<file path="src/common/imem_pkg.sv">
// Shared widths, privilege and FSM enums, config/result structs and BIU protection bits
package imem_pkg;

  ////////////////////////////////////////
  // Widths and counts
  ////////////////////////////////////////

  localparam int XLEN = 32;
  localparam int PLEN = 32;

  // Data word and physical address
  typedef logic [XLEN-1:0] xlen_t;
  typedef logic [PLEN-1:0] paddr_t;

  // Region and entry counts
  localparam int PMA_CNT     = 3;
  localparam int PMP_CNT     = 4;

  // Fetches in flight and queue bookkeeping widths
  localparam int QUEUE_DEPTH = 2;
  localparam int QPTR_W      = $clog2(QUEUE_DEPTH);
  localparam int QCNT_W      = $clog2(QUEUE_DEPTH + 1);

  // Flushed responses still owed by the bus
  localparam int                DROP_W   = 2;
  localparam logic [DROP_W-1:0] DROP_MAX = '1;

  ////////////////////////////////////////
  // Enums
  ////////////////////////////////////////

  // Only user and machine mode
  typedef enum logic [1:0] {
    PRV_U = 2'b00,
    PRV_M = 2'b11
  } prv_e;

  // BIU strobe FSM
  typedef enum logic [1:0] {
    IDLE,
    STROBE,
    WAIT_DATA
  } fetch_state_e;

  ////////////////////////////////////////
  // Structs and protection bits
  ////////////////////////////////////////

  // Region upper bound is exclusive, lower bound is previous region's bound
  typedef struct packed {
    logic valid;
    logic exec;
  } pma_cfg_t;

  // Top-of-range PMP entry attributes
  typedef struct packed {
    logic lock;
    logic tor;
    logic exec;
  } pmp_cfg_t;

  // Bit 0 instruction, bit 1 privileged
  typedef logic [1:0] biu_prot_t;
  localparam biu_prot_t PROT_INSTRUCTION = 2'b01;
  localparam biu_prot_t PROT_PRIVILEGED  = 2'b10;

  // Checker verdict per fetch
  typedef struct packed {
    logic misaligned;
    logic pma_fault;
    logic pmp_fault;
  } chk_result_t;

  // Returned instruction parcel
  typedef struct packed {
    paddr_t pc;
    xlen_t  data;
    logic   error;
    logic   misaligned;
  } parcel_t;

endpackage

</file>
<file path="src/hdl/imem_pma_chk.sv">
// Word alignment check and PMA region lookup for a fetch address
`timescale 1ns/100ps

module imem_pma_chk
(
  // Region table
  input  imem_pkg::pma_cfg_t pma_cfg_i   [imem_pkg::PMA_CNT],
  input  imem_pkg::paddr_t   pma_bound_i [imem_pkg::PMA_CNT],

  // Fetch address
  input  imem_pkg::paddr_t   adr_i,

  // Verdict
  output logic               misaligned_o,
  output logic               fault_o
);

  ////////////////////////////////////////
  // Signals
  ////////////////////////////////////////

  // Some valid region holds the address
  logic hit;
  // Executable bit of that region
  logic hit_exec;

  ////////////////////////////////////////
  // Alignment
  ////////////////////////////////////////

  // No compressed parcels, fetches are whole words
  assign misaligned_o = |adr_i[1:0];

  ////////////////////////////////////////
  // Region search
  ////////////////////////////////////////

  // Regions are contiguous, each starting where the previous one ends
  always_comb
  begin : region_search
    imem_pkg::paddr_t lo;

    lo       = '0;
    hit      = 1'b0;
    hit_exec = 1'b0;

    for (int i = 0; i < imem_pkg::PMA_CNT; i++)
    begin
      // First valid region wins
      if (!hit && pma_cfg_i[i].valid &&
          (adr_i >= lo) && (adr_i < pma_bound_i[i]))
      begin
        hit      = 1'b1;
        hit_exec = pma_cfg_i[i].exec;
      end

      // Next region's lower bound
      lo = pma_bound_i[i];
    end
  end

  // Unmapped or non-executable memory
  assign fault_o = ~hit | ~hit_exec;

endmodule

</file>
<file path="src/hdl/imem_pmp_chk.sv">
// PMP top-of-range lookup with privilege and lock rules for instruction fetch
`timescale 1ns/100ps

module imem_pmp_chk
(
  // Entry table, addresses are byte bounds
  input  imem_pkg::pmp_cfg_t pmp_cfg_i  [imem_pkg::PMP_CNT],
  input  imem_pkg::paddr_t   pmp_addr_i [imem_pkg::PMP_CNT],

  // Current privilege and fetch address
  input  imem_pkg::prv_e     prv_i,
  input  imem_pkg::paddr_t   adr_i,

  output logic               fault_o
);

  // Matching entry and its attributes
  logic hit;
  logic hit_lock;
  logic hit_exec;

  ////////////////////////////////////////
  // Entry search
  ////////////////////////////////////////

  // TOR lower bound is previous entry's address, whatever its mode
  always_comb
  begin : entry_search
    imem_pkg::paddr_t lo;

    lo       = '0;
    hit      = 1'b0;
    hit_lock = 1'b0;
    hit_exec = 1'b0;

    for (int i = 0; i < imem_pkg::PMP_CNT; i++)
    begin
      // Lowest numbered enabled entry has priority
      if (!hit && pmp_cfg_i[i].tor &&
          (adr_i >= lo) && (adr_i < pmp_addr_i[i]))
      begin
        hit      = 1'b1;
        hit_lock = pmp_cfg_i[i].lock;
        hit_exec = pmp_cfg_i[i].exec;
      end

      lo = pmp_addr_i[i];
    end
  end

  // Machine mode bound only by locked entries
  // User mode needs a matching entry with execute
  assign fault_o = (prv_i == imem_pkg::PRV_M) ? (hit & hit_lock & ~hit_exec)
                                              : (~hit | ~hit_exec);

endmodule

</file>
<file path="src/fetch/imem_fetch_core.sv">
// In-order fetch queue, BIU strobe FSM, flush drop counter and parcel return register
`timescale 1ns/100ps

module imem_fetch_core
(
  input  logic                  clk_i,
  input  logic                  rst_n_i,

  // CPU side
  input  logic                  mem_req_i,
  input  imem_pkg::paddr_t      mem_adr_i,
  input  logic                  mem_flush_i,
  input  imem_pkg::chk_result_t chk_i,
  input  imem_pkg::biu_prot_t   prot_i,
  output logic                  mem_ack_o,
  output logic                  parcel_valid_o,
  output imem_pkg::parcel_t     parcel_o,

  // BIU side
  output logic                  biu_stb_o,
  input  logic                  biu_stb_ack_i,
  output imem_pkg::paddr_t      biu_adr_o,
  output imem_pkg::biu_prot_t   biu_prot_o,
  input  logic                  biu_ack_i,
  input  logic                  biu_err_i,
  input  imem_pkg::xlen_t       biu_q_i
);

  ////////////////////////////////////////
  // Signals
  ////////////////////////////////////////

  // Queue storage and pointers
  imem_pkg::paddr_t            q_adr [imem_pkg::QUEUE_DEPTH];
  imem_pkg::chk_result_t       q_chk [imem_pkg::QUEUE_DEPTH];
  logic [imem_pkg::QPTR_W-1:0] wr_ptr;
  logic [imem_pkg::QPTR_W-1:0] rd_ptr;
  logic [imem_pkg::QCNT_W-1:0] q_cnt;

  // BIU FSM, strobe left over from a flush
  imem_pkg::fetch_state_e      state;
  logic                        stb_orphan;
  // Responses owed to flushed accesses
  logic [imem_pkg::DROP_W-1:0] drop_cnt;

  // Head of queue
  imem_pkg::paddr_t            head_adr;
  imem_pkg::chk_result_t       head_chk;
  logic                        head_fault;

  logic q_empty;
  logic q_full;
  logic push;
  logic issue;
  logic resp;
  logic resp_drop;
  logic resp_live;
  logic fault_pop;
  logic pop;
  logic live_busy;
  logic drop_inc;

  ////////////////////////////////////////
  // Control terms
  ////////////////////////////////////////

  assign q_empty = (q_cnt == '0);
  assign q_full  = (q_cnt == imem_pkg::QCNT_W'(imem_pkg::QUEUE_DEPTH));

  // Accept when there is room and no flush this cycle
  assign mem_ack_o = mem_req_i & ~q_full & ~mem_flush_i;
  assign push      = mem_ack_o;

  assign head_adr   = q_adr[rd_ptr];
  assign head_chk   = q_chk[rd_ptr];
  assign head_fault = head_chk.misaligned | head_chk.pma_fault | head_chk.pmp_fault;

  // Clean head goes to the bus, drop counter must not overflow
  assign issue = (state == imem_pkg::IDLE) & ~q_empty & ~head_fault & ~mem_flush_i &
                 (drop_cnt != imem_pkg::DROP_MAX);

  // Responses are in order, stale ones come first
  assign resp      = biu_ack_i | biu_err_i;
  assign resp_drop = resp & (drop_cnt != '0);
  assign resp_live = resp & (drop_cnt == '0) & (state == imem_pkg::WAIT_DATA);

  // Faulted head never touches the bus
  assign fault_pop = ~q_empty & head_fault;
  assign pop       = resp_live | fault_pop;

  // Access whose response becomes stale if flushed now
  assign live_busy = ((state == imem_pkg::STROBE) & ~stb_orphan) |
                     ((state == imem_pkg::WAIT_DATA) & ~resp_live);
  assign drop_inc  = mem_flush_i & live_busy;

  ////////////////////////////////////////
  // Fetch queue
  ////////////////////////////////////////

  // Address and check result stored at accept
  always_ff @(posedge clk_i)
  begin
    if (push)
    begin
      q_adr[wr_ptr] <= mem_adr_i;
      q_chk[wr_ptr] <= chk_i;
    end
  end

  always_ff @(posedge clk_i)
  begin
    if (!rst_n_i || mem_flush_i)
    begin
      wr_ptr <= '0;
      rd_ptr <= '0;
      q_cnt  <= '0;
    end
    else
    begin
      if (push) wr_ptr <= wr_ptr + 1'b1;
      if (pop)  rd_ptr <= rd_ptr + 1'b1;

      if (push && !pop)
        q_cnt <= q_cnt + 1'b1;
      else if (!push && pop)
        q_cnt <= q_cnt - 1'b1;
    end
  end

  ////////////////////////////////////////
  // BIU strobe FSM
  ////////////////////////////////////////

  always_ff @(posedge clk_i)
  begin
    if (!rst_n_i)
    begin
      state      <= imem_pkg::IDLE;
      stb_orphan <= 1'b0;
    end
    else
    begin
      case (state)
        imem_pkg::IDLE:
          if (issue) state <= imem_pkg::STROBE;

        // Strobe always runs to its ack, even after a flush
        imem_pkg::STROBE:
          if (biu_stb_ack_i)
          begin
            state      <= (stb_orphan || mem_flush_i) ? imem_pkg::IDLE
                                                      : imem_pkg::WAIT_DATA;
            stb_orphan <= 1'b0;
          end
          else if (mem_flush_i)
            stb_orphan <= 1'b1;

        // Flush leaves the response to the drop counter
        imem_pkg::WAIT_DATA:
          if (resp_live || mem_flush_i) state <= imem_pkg::IDLE;

        default:
          state <= imem_pkg::IDLE;
      endcase
    end
  end

  assign biu_stb_o = (state == imem_pkg::STROBE);

  // Held stable for the whole strobe
  always_ff @(posedge clk_i)
  begin
    if (issue)
    begin
      biu_adr_o  <= head_adr;
      biu_prot_o <= prot_i;
    end
  end

  // Count up on flushed accesses, down on stale responses
  always_ff @(posedge clk_i)
  begin
    if (!rst_n_i)
      drop_cnt <= '0;
    else
      drop_cnt <= drop_cnt + imem_pkg::DROP_W'(drop_inc) - imem_pkg::DROP_W'(resp_drop);
  end

  ////////////////////////////////////////
  // Parcel return
  ////////////////////////////////////////

  always_ff @(posedge clk_i)
  begin
    if (!rst_n_i)
      parcel_valid_o <= 1'b0;
    else
      parcel_valid_o <= pop & ~mem_flush_i;
  end

  always_ff @(posedge clk_i)
  begin
    if (pop)
    begin
      parcel_o.pc <= head_adr;
      if (fault_pop)
      begin
        // Verdict straight from the checkers
        parcel_o.data       <= '0;
        parcel_o.error      <= 1'b1;
        parcel_o.misaligned <= head_chk.misaligned;
      end
      else
      begin
        // Bus error returns zero data
        parcel_o.data       <= biu_err_i ? '0 : biu_q_i;
        parcel_o.error      <= biu_err_i;
        parcel_o.misaligned <= 1'b0;
      end
    end
  end

endmodule

</file>
<file path="src/hdl/imem_ctrl.sv">
// Instruction memory access top: protection bits, PMA/PMP checkers and fetch core
`timescale 1ns/100ps

module imem_ctrl
(
  input  logic                clk_i,
  input  logic                rst_n_i,

  // Configuration
  input  imem_pkg::pma_cfg_t  pma_cfg_i   [imem_pkg::PMA_CNT],
  input  imem_pkg::paddr_t    pma_bound_i [imem_pkg::PMA_CNT],
  input  imem_pkg::pmp_cfg_t  pmp_cfg_i   [imem_pkg::PMP_CNT],
  input  imem_pkg::paddr_t    pmp_addr_i  [imem_pkg::PMP_CNT],
  input  imem_pkg::prv_e      prv_i,

  // CPU side
  input  logic                mem_req_i,
  input  imem_pkg::paddr_t    mem_adr_i,
  input  logic                mem_flush_i,
  output logic                mem_ack_o,
  output logic                parcel_valid_o,
  output imem_pkg::parcel_t   parcel_o,

  // BIU side
  output logic                biu_stb_o,
  output imem_pkg::paddr_t    biu_adr_o,
  output imem_pkg::biu_prot_t biu_prot_o,
  input  logic                biu_stb_ack_i,
  input  logic                biu_ack_i,
  input  logic                biu_err_i,
  input  imem_pkg::xlen_t     biu_q_i
);

  ////////////////////////////////////////
  // Signals
  ////////////////////////////////////////

  imem_pkg::biu_prot_t   prot;
  logic                  misaligned;
  logic                  pma_fault;
  logic                  pmp_fault;
  imem_pkg::chk_result_t chk;

  // Always an instruction access, privileged only in machine mode
  assign prot = imem_pkg::PROT_INSTRUCTION |
                ((prv_i == imem_pkg::PRV_M) ? imem_pkg::PROT_PRIVILEGED : '0);

  // Gather checker verdicts
  assign chk.misaligned = misaligned;
  assign chk.pma_fault  = pma_fault;
  assign chk.pmp_fault  = pmp_fault;

  ////////////////////////////////////////
  // Checkers
  ////////////////////////////////////////

  imem_pma_chk i_pma_chk (
    .pma_cfg_i    ( pma_cfg_i   ),
    .pma_bound_i  ( pma_bound_i ),
    .adr_i        ( mem_adr_i   ),
    .misaligned_o ( misaligned  ),
    .fault_o      ( pma_fault   )
  );

  imem_pmp_chk i_pmp_chk (
    .pmp_cfg_i  ( pmp_cfg_i  ),
    .pmp_addr_i ( pmp_addr_i ),
    .prv_i      ( prv_i      ),
    .adr_i      ( mem_adr_i  ),
    .fault_o    ( pmp_fault  )
  );

  ////////////////////////////////////////
  // Fetch core
  ////////////////////////////////////////

  imem_fetch_core i_fetch_core (
    .clk_i          ( clk_i          ),
    .rst_n_i        ( rst_n_i        ),
    .mem_req_i      ( mem_req_i      ),
    .mem_adr_i      ( mem_adr_i      ),
    .mem_flush_i    ( mem_flush_i    ),
    .chk_i          ( chk            ),
    .prot_i         ( prot           ),
    .mem_ack_o      ( mem_ack_o      ),
    .parcel_valid_o ( parcel_valid_o ),
    .parcel_o       ( parcel_o       ),
    .biu_stb_o      ( biu_stb_o      ),
    .biu_stb_ack_i  ( biu_stb_ack_i  ),
    .biu_adr_o      ( biu_adr_o      ),
    .biu_prot_o     ( biu_prot_o     ),
    .biu_ack_i      ( biu_ack_i      ),
    .biu_err_i      ( biu_err_i      ),
    .biu_q_i        ( biu_q_i        )
  );

endmodule

</file>
<file path="config.mk">
export PLATFORM = sky130hd
export DESIGN_NAME = imem_ctrl
export DESIGN_NICKNAME = d
export VERILOG_FILES = /design/src/common/imem_pkg.sv /design/src/hdl/imem_pma_chk.sv /design/src/hdl/imem_pmp_chk.sv /design/src/fetch/imem_fetch_core.sv /design/src/hdl/imem_ctrl.sv
export SDC_FILE = /design/constraint.sdc
export NUM_CORES = 1
export LEC_CHECK = 0
export BUFFER_PORTS_ARGS = -buffer_cell sky130_fd_sc_hd__buf_2
export CAP_MARGIN = 20
export CORE_MARGIN = 3
export CORE_UTILIZATION = 47
export DETAILED_ROUTE_END_ITERATION = 8
export HOLD_SLACK_MARGIN = 0.06
export PLACE_DENSITY = 0.84
export SKIP_LAST_GASP = 1
export SLEW_MARGIN = 0
export SYNTH_ARGS = -nofsm -noshare
export SYNTH_HDL_FRONTEND = slang
export SYNTH_HIERARCHICAL = 1
export SYNTH_SLANG_ARGS = --single-unit
</file>
<file path="constraint.sdc">
create_clock -name clk_i -period 2.8 [get_ports clk_i]
set_input_delay 0.14 -clock clk_i [delete_from_list [all_inputs] [get_ports clk_i]]
set_output_delay 0.14 -clock clk_i [all_outputs]
set_load 0.005 [all_outputs]
</file>
# Word-level counts from Yosys, hierarchy flattened
# Memories as Yosys holds them, arrays and structs flattened. A register that Yosys moved wholly into a read port is not among the register bits.
# Index checks and enable logic that the tools add are counted.
[totals]
register_bits = 109
mem_bits_rw = 70
in_bits = 315
output_inout_bits = 103
word_cells = 152
memories = 2
[op_classes]
n_addsub = 6
n_lt_le_gt_ge = 13
eq_ne = 8
mux = 35
n_bitwise = 33
n_reduce_logical = 42
[memory_table]
columns = ["memory", "depth", "word_bits", "rd", "rd_ports_with_merged_regs", "wr", "line_no", "text"]
rows = [
  ["i_fetch_core.q_adr", 2, 32, 1, 1, 1, "imem_fetch_core.sv:34", "imem_pkg::paddr_t q_adr [imem_pkg::QUEUE_DEPTH];"],
  ["i_fetch_core.q_chk", 2, 3, 1, 1, 1, "imem_fetch_core.sv:35", "imem_pkg::chk_result_t q_chk [imem_pkg::QUEUE_DEPTH];"],
]
[ops]
columns = ["operator", "count"]
rows = [
  ["less-than comparator 32 bit", 7],
  [">= comparator 32 bit", 5],
  [">= comparator 32 x 1 -> 1 bit (second input constant)", 1],
  ["2-to-1 mux 1 bit", 27],
  ["logical AND 1 bit", 21],
  ["AND 1 bit", 16],
  ["2-to-1 mux 2 bit", 7],
  ["NOT 1 bit", 10],
  ["zero test 1 bit", 8],
  ["bitwise OR 1 bit", 7],
  ["equality test 2 bit (second input constant)", 3],
  ["zero test 2 bit", 3],
  ["one-hot mux 2 bit (3 select lines)", 1],
  ["nonzero test 2 bit", 3],
  ["inequality test 2 x 1 -> 1 bit (second input constant)", 2],
  ["inequality test 2 bit (second input constant)", 2],
  ["OR reduction 2 bit", 2],
  ["logical OR 1 bit", 3],
  ["AND reduction 3 bit", 1],
  ["adder 1 bit (second input constant)", 2],
  ["adder 2 x 1 -> 2 bit", 1],
  ["adder 2 x 1 -> 2 bit (second input constant)", 1],
  ["equality test 2 x 1 -> 1 bit (second input constant)", 1],
  ["AND reduction 2 bit", 1],
  ["2 further kinds", 2],
]

# Depth between registers and ports, before layout
# Gate-level depths: netlist (run 1).
[depth]
ltp_word = 22
ltp_mapped = 10
mapped_depth_nobuf = 10

# By module
# The synthesis (run 1) kept the hierarchy.
[by_module_without_submodules]
columns = ["mod", "instances", "cells_each", "area_per_inst_um2", "seq_area_each_um2"]
rows = [
  ["imem_fetch_core", 1, 311, 6339.8, 5325.1],
  ["imem_pmp_chk", 1, 474, 3343.2, 0.0],
  ["imem_pma_chk", 1, 347, 2471.1, 0.0],
  ["imem_ctrl", 1, 2, 10.0, 0.0],
]

# Worst setup path after synthesis (run 1)
# Ideal clock, no wire load.
[synth_path]
path_type = "flip-flop to flip-flop"
from = "register i_fetch_core/q_cnt[0] in the netlist's numbering"
to = "memory i_fetch_core/q_adr[0][0] in the netlist's numbering, enable pin"
setup_ns = 0.431
arrival_time_ns = 2.386
t_required_ns = 2.369
setup_slack_ns = -0.017
path_stages_with_launch = 4
n_path_buf = 0
period_less_slack_ns = 2.817
path_cell_list = "dfxtp_1 -> nor2b_1 -> nor3b_2 -> nor2b_1"
[synth_via]
elab_chain_len = 6
[synth_rtl]
columns = ["element", "line_no", "text"]
rows = [
  ["from (decl)", "imem_fetch_core.sv:38", "logic [imem_pkg::QCNT_W-1:0] q_cnt;"],
  ["from (signal assigned)", "imem_fetch_core.sv:124", "q_cnt <= q_cnt + 1'b1;"],
  ["from (signal assigned)", "imem_fetch_core.sv:126", "q_cnt <= q_cnt - 1'b1;"],
  ["equality test 2 bit", "imem_fetch_core.sv:68", "assign q_full = (q_cnt == imem_pkg::QCNT_W'(imem_pkg::QUEUE_DEPTH));"],
  ["NOT 1 bit", "imem_fetch_core.sv:71", "assign mem_ack_o = mem_req_i & ~q_full & ~mem_flush_i;"],
  ["AND 1 bit (2 in series)", "imem_fetch_core.sv:71", ""],
  ["named net mem_ack_o", "imem_ctrl.sv:20", "output logic mem_ack_o,"],
  ["2-to-1 mux 1 bit", "imem_fetch_core.sv:103", "if (push)"],
  ["2-to-1 mux 1 bit (implied by the code)", "imem_fetch_core.sv:105", "q_adr[wr_ptr] <= mem_adr_i;"],
  ["to (decl)", "imem_fetch_core.sv:34", ""],
]
# The timed path passes the listed nets, and every way through them passes these cells.

# Final worst setup path (run 1)
[layout_path]
from = "input port mem_adr_i[15]"
to = "memory i_fetch_core/q_chk[0][1] in the netlist's numbering (data pin)"
[layout_via]
elab_chain_len = 16
elab_cells_between_ends = 25
cone_classes = "6 x order compare; 6 x mux; 3 x bitwise; 10 x reduce/logical"
[layout_rtl]
columns = ["element", "line_no", "text"]
rows = [
  ["from (decl)", "imem_ctrl.sv:18", "input imem_pkg::paddr_t mem_adr_i,"],
  [">= comparator 32 x 1 -> 1 bit", "imem_pma_chk.sv:51", "(adr_i >= lo) && (adr_i < pma_bound_i[i]))"],
  ["logical AND 1 bit", "imem_pma_chk.sv:50", "if (!hit && pma_cfg_i[i].valid &&"],
  ["logical AND 1 bit", "imem_pma_chk.sv:51", ""],
  ["2-to-1 mux 1 bit", "imem_pma_chk.sv:50", ""],
  ["zero test 1 bit", "imem_pma_chk.sv:50", ""],
  ["logical AND 1 bit (2 in series)", "imem_pma_chk.sv:50", ""],
  ["logical AND 1 bit", "imem_pma_chk.sv:51", ""],
  ["2-to-1 mux 1 bit", "imem_pma_chk.sv:50", ""],
  ["zero test 1 bit", "imem_pma_chk.sv:50", ""],
  ["logical AND 1 bit (2 in series)", "imem_pma_chk.sv:50", ""],
  ["logical AND 1 bit", "imem_pma_chk.sv:51", ""],
  ["2-to-1 mux 1 bit", "imem_pma_chk.sv:50", ""],
  ["NOT 1 bit", "imem_pma_chk.sv:63", "assign fault_o = ~hit | ~hit_exec;"],
  ["bitwise OR 1 bit (*)", "imem_pma_chk.sv:63", ""],
  ["named net pma_fault", "imem_ctrl.sv:40", "logic pma_fault;"],
  ["to (decl)", "imem_fetch_core.sv:35", ""],
]
# The timed path passes the listed nets; every way through them passes the cells marked *.

==> results.md, run 1 <==
- Of all flip-flops after synthesis, the portion carrying an async set or reset was 0%.
- The initial utilization of the core area, before any placement, comes to 48.03%.
- The number of buffers on the longest clock path is 2.
- The average wire per standard cell is 18.82 µm.
- The fraction of synthesized cell area in xor and xnor cells is 0.3600%.
- Clock-pin slew was measured on the worst setup and hold paths at 0.08 ns.
- The final layout contains 2,163 nets.
- The via count of the first global-routing pass came to 10.64k.
- The beginning of the worst hold path is mem_adr_i[10].
- The depth of the most critical reg-to-reg path is 6.
- Each instance of the synthesized netlist takes up on average 10.73 µm².
- The number of sinks on the clock net is 181.
- The number of clock buffers added by TritonCTS is 17.
- The first-pass iteration count of the detailed router is 5.
- In the routed layout, each cell is associated on average with a via count of 5.239.
- Of all nets on the critical path, the largest fanout is 9.
- After technology mapping, the gate count stands at 1,134.
- By count the netlist is led by inv_1 (235), ha_1 (225), edfxtp_1 (170).
- The data required time of the worst path is 2.95 ns.
- The slowest stage cell on the critical path is nor4_1.
- Global routing consumed, over all layers together, 25.64% of the routing resources.
- The largest incremental delay on the critical path is 0.62 ns.
- The number of antenna violations at the first check in global routing came to 11.
- The initialized floorplan defines 58 standard-cell rows.
- At the pin with the least slew margin, the transition time is 0.6309 ns.
- The number of synthesized flops with an enable pin is 170.
- Setup violations remaining at the end of the flow were counted as 0.
- In this run the critical register-to-register path is launched from i_fetch_core/q_chk[1][2].
- The number of setup buffers added after CTS is 0.
- The via count is 10.34k.
- The final number of hold-violating endpoints is 0.
- The placeable core region is 25,330 µm².
- The arrival time at the worst endpoint is 2.47 ns.
- The maximum vdd ir drop is 0.4572 mV.
- The tightest min-delay check is of the in -> reg type.
- In the post-synthesis netlist, the biggest area contributors are edfxtp_1 (42%), ha_1 (23%), inv_1 (7.3%), a21oi_1 (3.3%), mux2_2 (3.1%).
- The later pin in the worst-skew pair is clocked with a latency of 0.41 ns.
- 418 I/O pins were placed.
- During synthesis, Yosys emitted a total of 6 warnings.
- The detailed router finished its first iteration with 655 violations.
- Of all cell types, the one taking the most synthesized area is edfxtp_1.
- Of the post-synthesis cell area, the dominant cell type holds 41.97%.
- The shortest clock period the worst path allows after layout is 2.322 ns.
- Detailed placement finished with a half-perimeter wire length of 30,590 µm.
- The simple logic cell fraction of the synthesized area is 11.46%.
- The share of cell area taken by muxes after synthesis is 3.230%.
- In the synthesized netlist the dominant register cell turns out to be edfxtp_1.
- The synthesized netlist devotes 10.41% of its cell area to compound gates.
- The global placer's final weighted congestion is 0.9900.
- The upper clock frequency limit is 430.7 MHz.
- The worst setup path category is in -> reg.
- The static power due to leakage is 7.917 nW.
- Compared with the post-synthesis result, the final layout area differs by 29.70%.
- Post-CTS repair changed the size of 0 cells.
- Summed over all layers, the global routing overflow is 0.
- The buffer type at the clock tree root is clkbuf_16.
- Yosys mapped the design onto 65 distinct sky130hd cell types.
- The clock tree from TritonCTS is built.
- In the finished design, the share of the clock period the worst path needs comes to 82.92%.
- The run finished with clean final reports.
- The count of pins over their slew limit came to 0.
- The clock arrives with 0.01052 ns of skew.
- Tracing the worst setup path back leads to its startpoint at mem_adr_i[15].
- The count of buffers added on input and output ports is 417.
- The critical path goes through buf_2 -> ha_1 -> nand4_1 -> nor4_1 -> a2111o_1 -> a211oi_2 -> a2111oi_4 -> a32oi_1 -> o31a_1.
- The kind of end point of the critical path is a register.
- For this run, design rule violations remaining after detail routing come to 0.
- The die covers 27,850 µm².
- Wires add up to 37,160 µm.
- The first-pass GRT wire length is 55,610 µm.
- Synthesis produced a netlist with a net count of 1,674.
- The horizontal die dimension is 166.9 µm.
- The most frequently used cell type in the post-synthesis netlist is inv_1.
- Max-cap violations in this run came to 0.
- For this design the ratio of total power to cell area is 450.6 nW/µm².
- The worst register-to-register path has a setup slack of 0.69 ns.
- The part of the Yosys area used for sequential elements is 43.78%.
- Entering global routing, the biggest net connects 67 pins.
- The fraction of layout instances using a drive strength above 1 is 32.58%.
- Hold is met by 0.07535 ns.
- Setup repair after global routing left no endpoint under its margin.
- Summing the areas of all fa, ha and maj instances in the mapped netlist gives 23.14% of the synthesized area.
- Fill cells in the final layout number 2,084.
- The count of antenna-violating nets left after detailed routing is 0.
- The height of the die is 166.9 µm.
- The endpoint of the worst hold path is i_fetch_core/q_adr[1][10].
- The relative slew slack is 57.55%.
- The register bit total from synthesis is 181.
- The dominant combinational cell family by area after synthesis is adder cells.
- The endpoint of the worst-slack reg-to-reg timing path is i_fetch_core/q_cnt[1].
- The worst hold path cell count is 1.
- The area of the mapped netlist is 12,160 µm².
- The utilization after layout is 62.29%.
- The sort of element at the start of the critical path is an input pin.
- The H-tree was split into 4 levels.
## registers in the layout (all words and copies together) (netlist names), 2 cells and up, named ones only
| register | count |
|---|---|
| i_fetch_core/q_cnt | 2 |
| i_fetch_core/q_chk | 6 |
| i_fetch_core/state | 2 |
| i_fetch_core/parcel_o | 66 |
| i_fetch_core/q_adr | 64 |
| i_fetch_core/biu_prot_o | 2 |
| i_fetch_core/drop_cnt | 2 |
| i_fetch_core/biu_adr_o | 32 |
## per-layer routing
metal,vias to the layer above,track usage [%],wire [µm]
met5,-,0,34
met4,6,10.76,1374
met3,82,5.080,2476
met2,413,45.08,18400
met1,4804,30.67,14880
li1,5036,-,-
## where the power goes
| group | switching, mW | internal (mW) | leakage [nW] |
|---|---|---|---|
| combinational | 0.892 | 0.748 | 6.00 |
| sequential | 0.0670 | 3.17 | 1.65 |
| clock | 1.06 | 1.18 | 0.271 |
| total | 2.02 | 5.09 | 7.92 |
## worst max path at each step
stage / cells past startpoint / end
2_1_floorplan: 5 / i_fetch_core/parcel_o[0]
3_3_place_gp: 9 / i_fetch_core/q_chk[1][1]
3_5_place_dp: 9 / i_fetch_core/q_chk[0][1]
4_1_cts: 9 / i_fetch_core/q_chk[0][1]
5_1_grt: 9 / i_fetch_core/q_chk[0][1]
6_report: 9 / i_fetch_core/q_chk[0][1]
## repair_timing
action / CTS / global route
hold buffers: 33 / 1
hold endpoints to repair: 35 / 1
endpoints found under the setup margin: 0 / 0
## cell type report
class                      instances  area [µm²]  area share (%)
tap                              330       412.9           2.617
clock buffer                      17       425.4           2.696
sequential                       181        5326           33.76
clock inverter                    15       137.6          0.8724
timing repair buffer             477        2648           16.78
antenna                            8       20.02          0.1269
multi-input combinational        711        5924           37.55
inverter                         235       882.1           5.591
## stage by stage
stage | cells | TNS, ns | instance area, µm² | total power, mW | setup WS, ns
floorplan | 1134 | 0 | 12170 | 4.162 | 0.1208
global placement | 1900 | 0 | 14850 | 4.829 | 0.05173
detailed placement | 1900 | -0.004193 | 14850 | 4.885 | -0.002100
CTS | 1965 | 0 | 15750 | 7.156 | 0.4220
global route | 1974 | 0 | 15780 | 7.479 | 0.3683
finish | 1974 | 0 | 15780 | 7.108 | 0.4781
## cells in the final DEF, fill, tap and decap left out, drive strengths merged, types with 23 or more instances in the layout
master and n:
nand3 23, dlygate4sd3 34, mux2 34, a21oi 84
and2 37, nand4 35, nand2 56, o21ai 35
nor2 43, ha 225, edfxtp 170, buf 443
inv 243
## worst max-delay path, delay by kind of cell
kind | cells | cell delay [ns]
fa+ha+maj | 1 | 0.34
simple gates | 2 | 0.79
compound gates | 5 | 0.99
buf+inv | 1 | 0.19
## kinds of logic (layout without fill, tap and decap cells)
kind of cell / Yosys count / after routing
AND/OR/NAND/NOR: 251 / 251
buffers and inverters: 242 / 744
adder cells (fa/ha/maj): 225 / 225
AO/OA/AOI/OAI: 194 / 194
flip-flops: 181 / 181
multiplexers: 35 / 35
XOR/XNOR: 5 / 5
other: 1 / 9
Note: power is estimated with default switching activity, not from simulation.
==> run 2: changes to the inputs <==
Clock period 2.8 ns to 2 ns, I/O delays scaled along.
==> results.md, run 2 (synthesis gave the netlist of run 1 again) <==
- In this run the power density over the cells is 594.5 nW/µm².
- At the pin with the least slew margin, the transition time is 0.5542 ns.
- The maximum vdd ir drop is 0.5390 mV.
- Walking the worst path, the cells encountered are buf_8 -> buf_12 -> ha_4 -> nand4_1 -> buf_4 -> nor2_1 -> a22o_1 -> a2111o_1 -> a211oi_4 -> a2111oi_4 -> o31a_1.
- The pre-antenna-repair detailed-routing pass consisted of 5 iterations.
- Summed over all layers, the global routing overflow is 0.
- At the end of routability-driven placement, the weighted congestion stood at 0.9359.
- The clock transition time at the flip-flop clock pins of the worst setup and hold paths is 0.07 ns.
- After floorplanning, the core was divided into 58 placement rows.
- The most flop-heavy register is i_fetch_core/parcel_o.
- The clock tree from TritonCTS is built.
- The final routed wirelength across all metal layers is 40,310 µm.
- The arrival time at the worst endpoint is 2.26 ns.
- The cell sitting at the root of the clock tree is a clkbuf_16.
- The sum of negative setup slack is -0.2913 ns.
- The core region is 25,330 µm².
- The slowest stage cell on the critical path is a2111o_1.
- The tool flagged a number of max-cap violations equal to 0.
- Summing over every cut layer, the via total after detailed routing is 11.12k.
- Total power for the finished layout comes to 10.70 mW.
- The clock drives 181 sinks.
- The DRC marker count from the first detailed-route iteration is 569.
- In the final layout, the registers with the most flip-flops are i_fetch_core/parcel_o (66), i_fetch_core/q_adr (64), i_fetch_core/biu_adr_o (32).
- The worst setup path is launched from an input pin.
- The via count of the first global-routing pass is 11.73k.
- Relative to the synthesized area, the layout overhead comes to 47.91%.
- OpenSTA, run right after detailed placement, puts the worst setup slack at -0.7017 ns.
- The number of flip-flops under the largest register name is 66.
- TritonCTS created 17 clock buffers.
- The startpoint identified for the worst hold timing path is mem_adr_i[26].
- The flow ran to the end, but the final reports show violations.
- The library cells used most frequently in the layout, excluding fill and tap cells, are buf_2 (391), inv_1 (204), ha_1 (172).
- The half-perimeter wire length after detailed placement is 31,770 µm.
- Of the cells placed in the final design, the portion with a size suffix greater than 1 is 43.54%.
- The average wire per standard cell is 19.28 µm.
- The number of endpoints failing setup at the final stage is 4.
- The net count of the finished layout is 2,284.
- The effective utilization at floorplan is 48.03%.
- The detail route stage leaves a number of antenna-violating nets equal to 0.
- The top fanout value on the critical path is 6.
- Setup repair after global routing could not meet its margin everywhere.
- The kind of end point of the critical path is a register.
- The horizontal die dimension is 166.9 µm.
- The total global-route track usage is 27.75%.
- The height of the die is 166.9 µm.
- In this design, the stage delay of the slowest critical-path cell is 0.46 ns.
- The static power due to leakage is 8.653 nW.
- In this run the tightest slew margin relative to its limit is 62.67%.
- The first global-routing pass estimated 60,440 µm of wire.
- The count of pins over their slew limit is 0.
- The number of remaining DRC errors is 0.
- STA puts the critical path data required time at 2.16 ns.
- The final number of hold-violating endpoints came to 0.
- The number of top-level pins is 418.
- The area enclosed by the die boundary is 27,850 µm².
- The worst setup path category is in -> reg.
- The number of antenna violations at the first check in global routing is 8.
- The upper clock frequency limit is 475.5 MHz.
- The min-delay analysis places its worst path in the category in -> reg.
- Entering global routing, the biggest net connects 67 pins.
- During placement, the flow inserted port buffers numbering 417.
- The later pin in the worst-skew pair is clocked with a latency of 0.42 ns.
- The checks that failed: setup timing.
- The number of buffers on the longest clock path is 2.
- After detailed routing, the number of vias per cell comes to 5.320.
- The most critical setup path has its startpoint at mem_adr_i[15].
- The final clock skew is 0.008162 ns.
- Subtracting the final worst setup slack from the clock period gives 2.103 ns.
- The slack of the critical path is -0.1031 ns.
- Of the available clock period, the critical path in the final layout requires 105.2%.
- The maximum level of the CTS H-tree is 4.
- The most common cell after layout, fill and taps aside is buf_2.
run 2: cell types whose count changed in the layout (fill, tap and decap cells not counted), sizes merged:
cell	before	now
clkbuf	17	20
dlygate4sd3	34	46
bufinv	0	1
buf	443	550
clkinvlp	3	2
diode	8	4
inv	243	242
run 2: cell type report:
type	count	area (µm²)
diodes	4	10.01
clock buffers	18	439.2
clock inverters	14	160.2
fillers	1804	7335
inverters	235	910.9
multi-input cells	711	6860
flip-flops and latches	181	5330
well taps	330	412.9
repair buffers	598	3869
run 2: timing repair:
item	4_1_cts	5_1_grt
pin swaps	32	40
buffers inserted	13	12
setup endpoints to repair	4	5
endpoints found under the hold margin	50	7
resized for setup	76	48
hold buffers	41	5
run 2: power by group:
part           switching [mW]  internal, mW
logic                    1.45          1.41
clock network            1.49          1.82
registers              0.0978          4.44
total                    3.04          7.66
run 2: worst paths after layout:
| check | end | slack, ns | depth (start not counted) |
|---|---|---|---|
| min reg2reg | i_fetch_core/q_cnt[1] | 0.54 | 2 |
| max | i_fetch_core/q_chk[0][1] | -0.10 | 11 |
| min | i_fetch_core/q_adr[0][26] | 0.08 | 2 |
| max reg2reg | i_fetch_core/parcel_o[56] | 0.08 | 6 |
run 2: per-stage QoR:
step / instances / utilization, % / hold WS [ns] / cell area, µm²
3_3_place_gp: 1987 / 63.83 / 0.3823 / 16170
2_1_floorplan: 1134 / - / 0.1989 / 12750
6_report: 2091 / 71.04 / 0.07874 / 17990
5_1_grt: 2091 / 71.04 / 0.06654 / 17990
4_1_cts: 2071 / 69.65 / 0.06000 / 17640
3_5_place_dp: 1987 / 63.83 / 0.3834 / 16170
run 2: metal layers:
| metal | track usage, % | share of wire [%] | wire [µm] | vias up |
|---|---|---|---|---|
| met3 | 4.913 | 6.2 | 2485 | 103 |
| met2 | 49.78 | 51 | 20440 | 494 |
| li1 | - | - | - | 5293 |
| met1 | 31.92 | 38 | 15520 | 5226 |
| met5 | 0 | 0.12 | 50 | - |
| met4 | 13.52 | 4.5 | 1815 | 8 |
run 2: worst max-delay path: cells and delay by family:
| kind | cells | cell delay [ns] |
|---|---|---|
| compound gates | 5 | 1.39 |
| simple gates | 2 | 0.16 |
| fa+ha+maj | 1 | 0.24 |
| buf+inv | 3 | 0.38 |
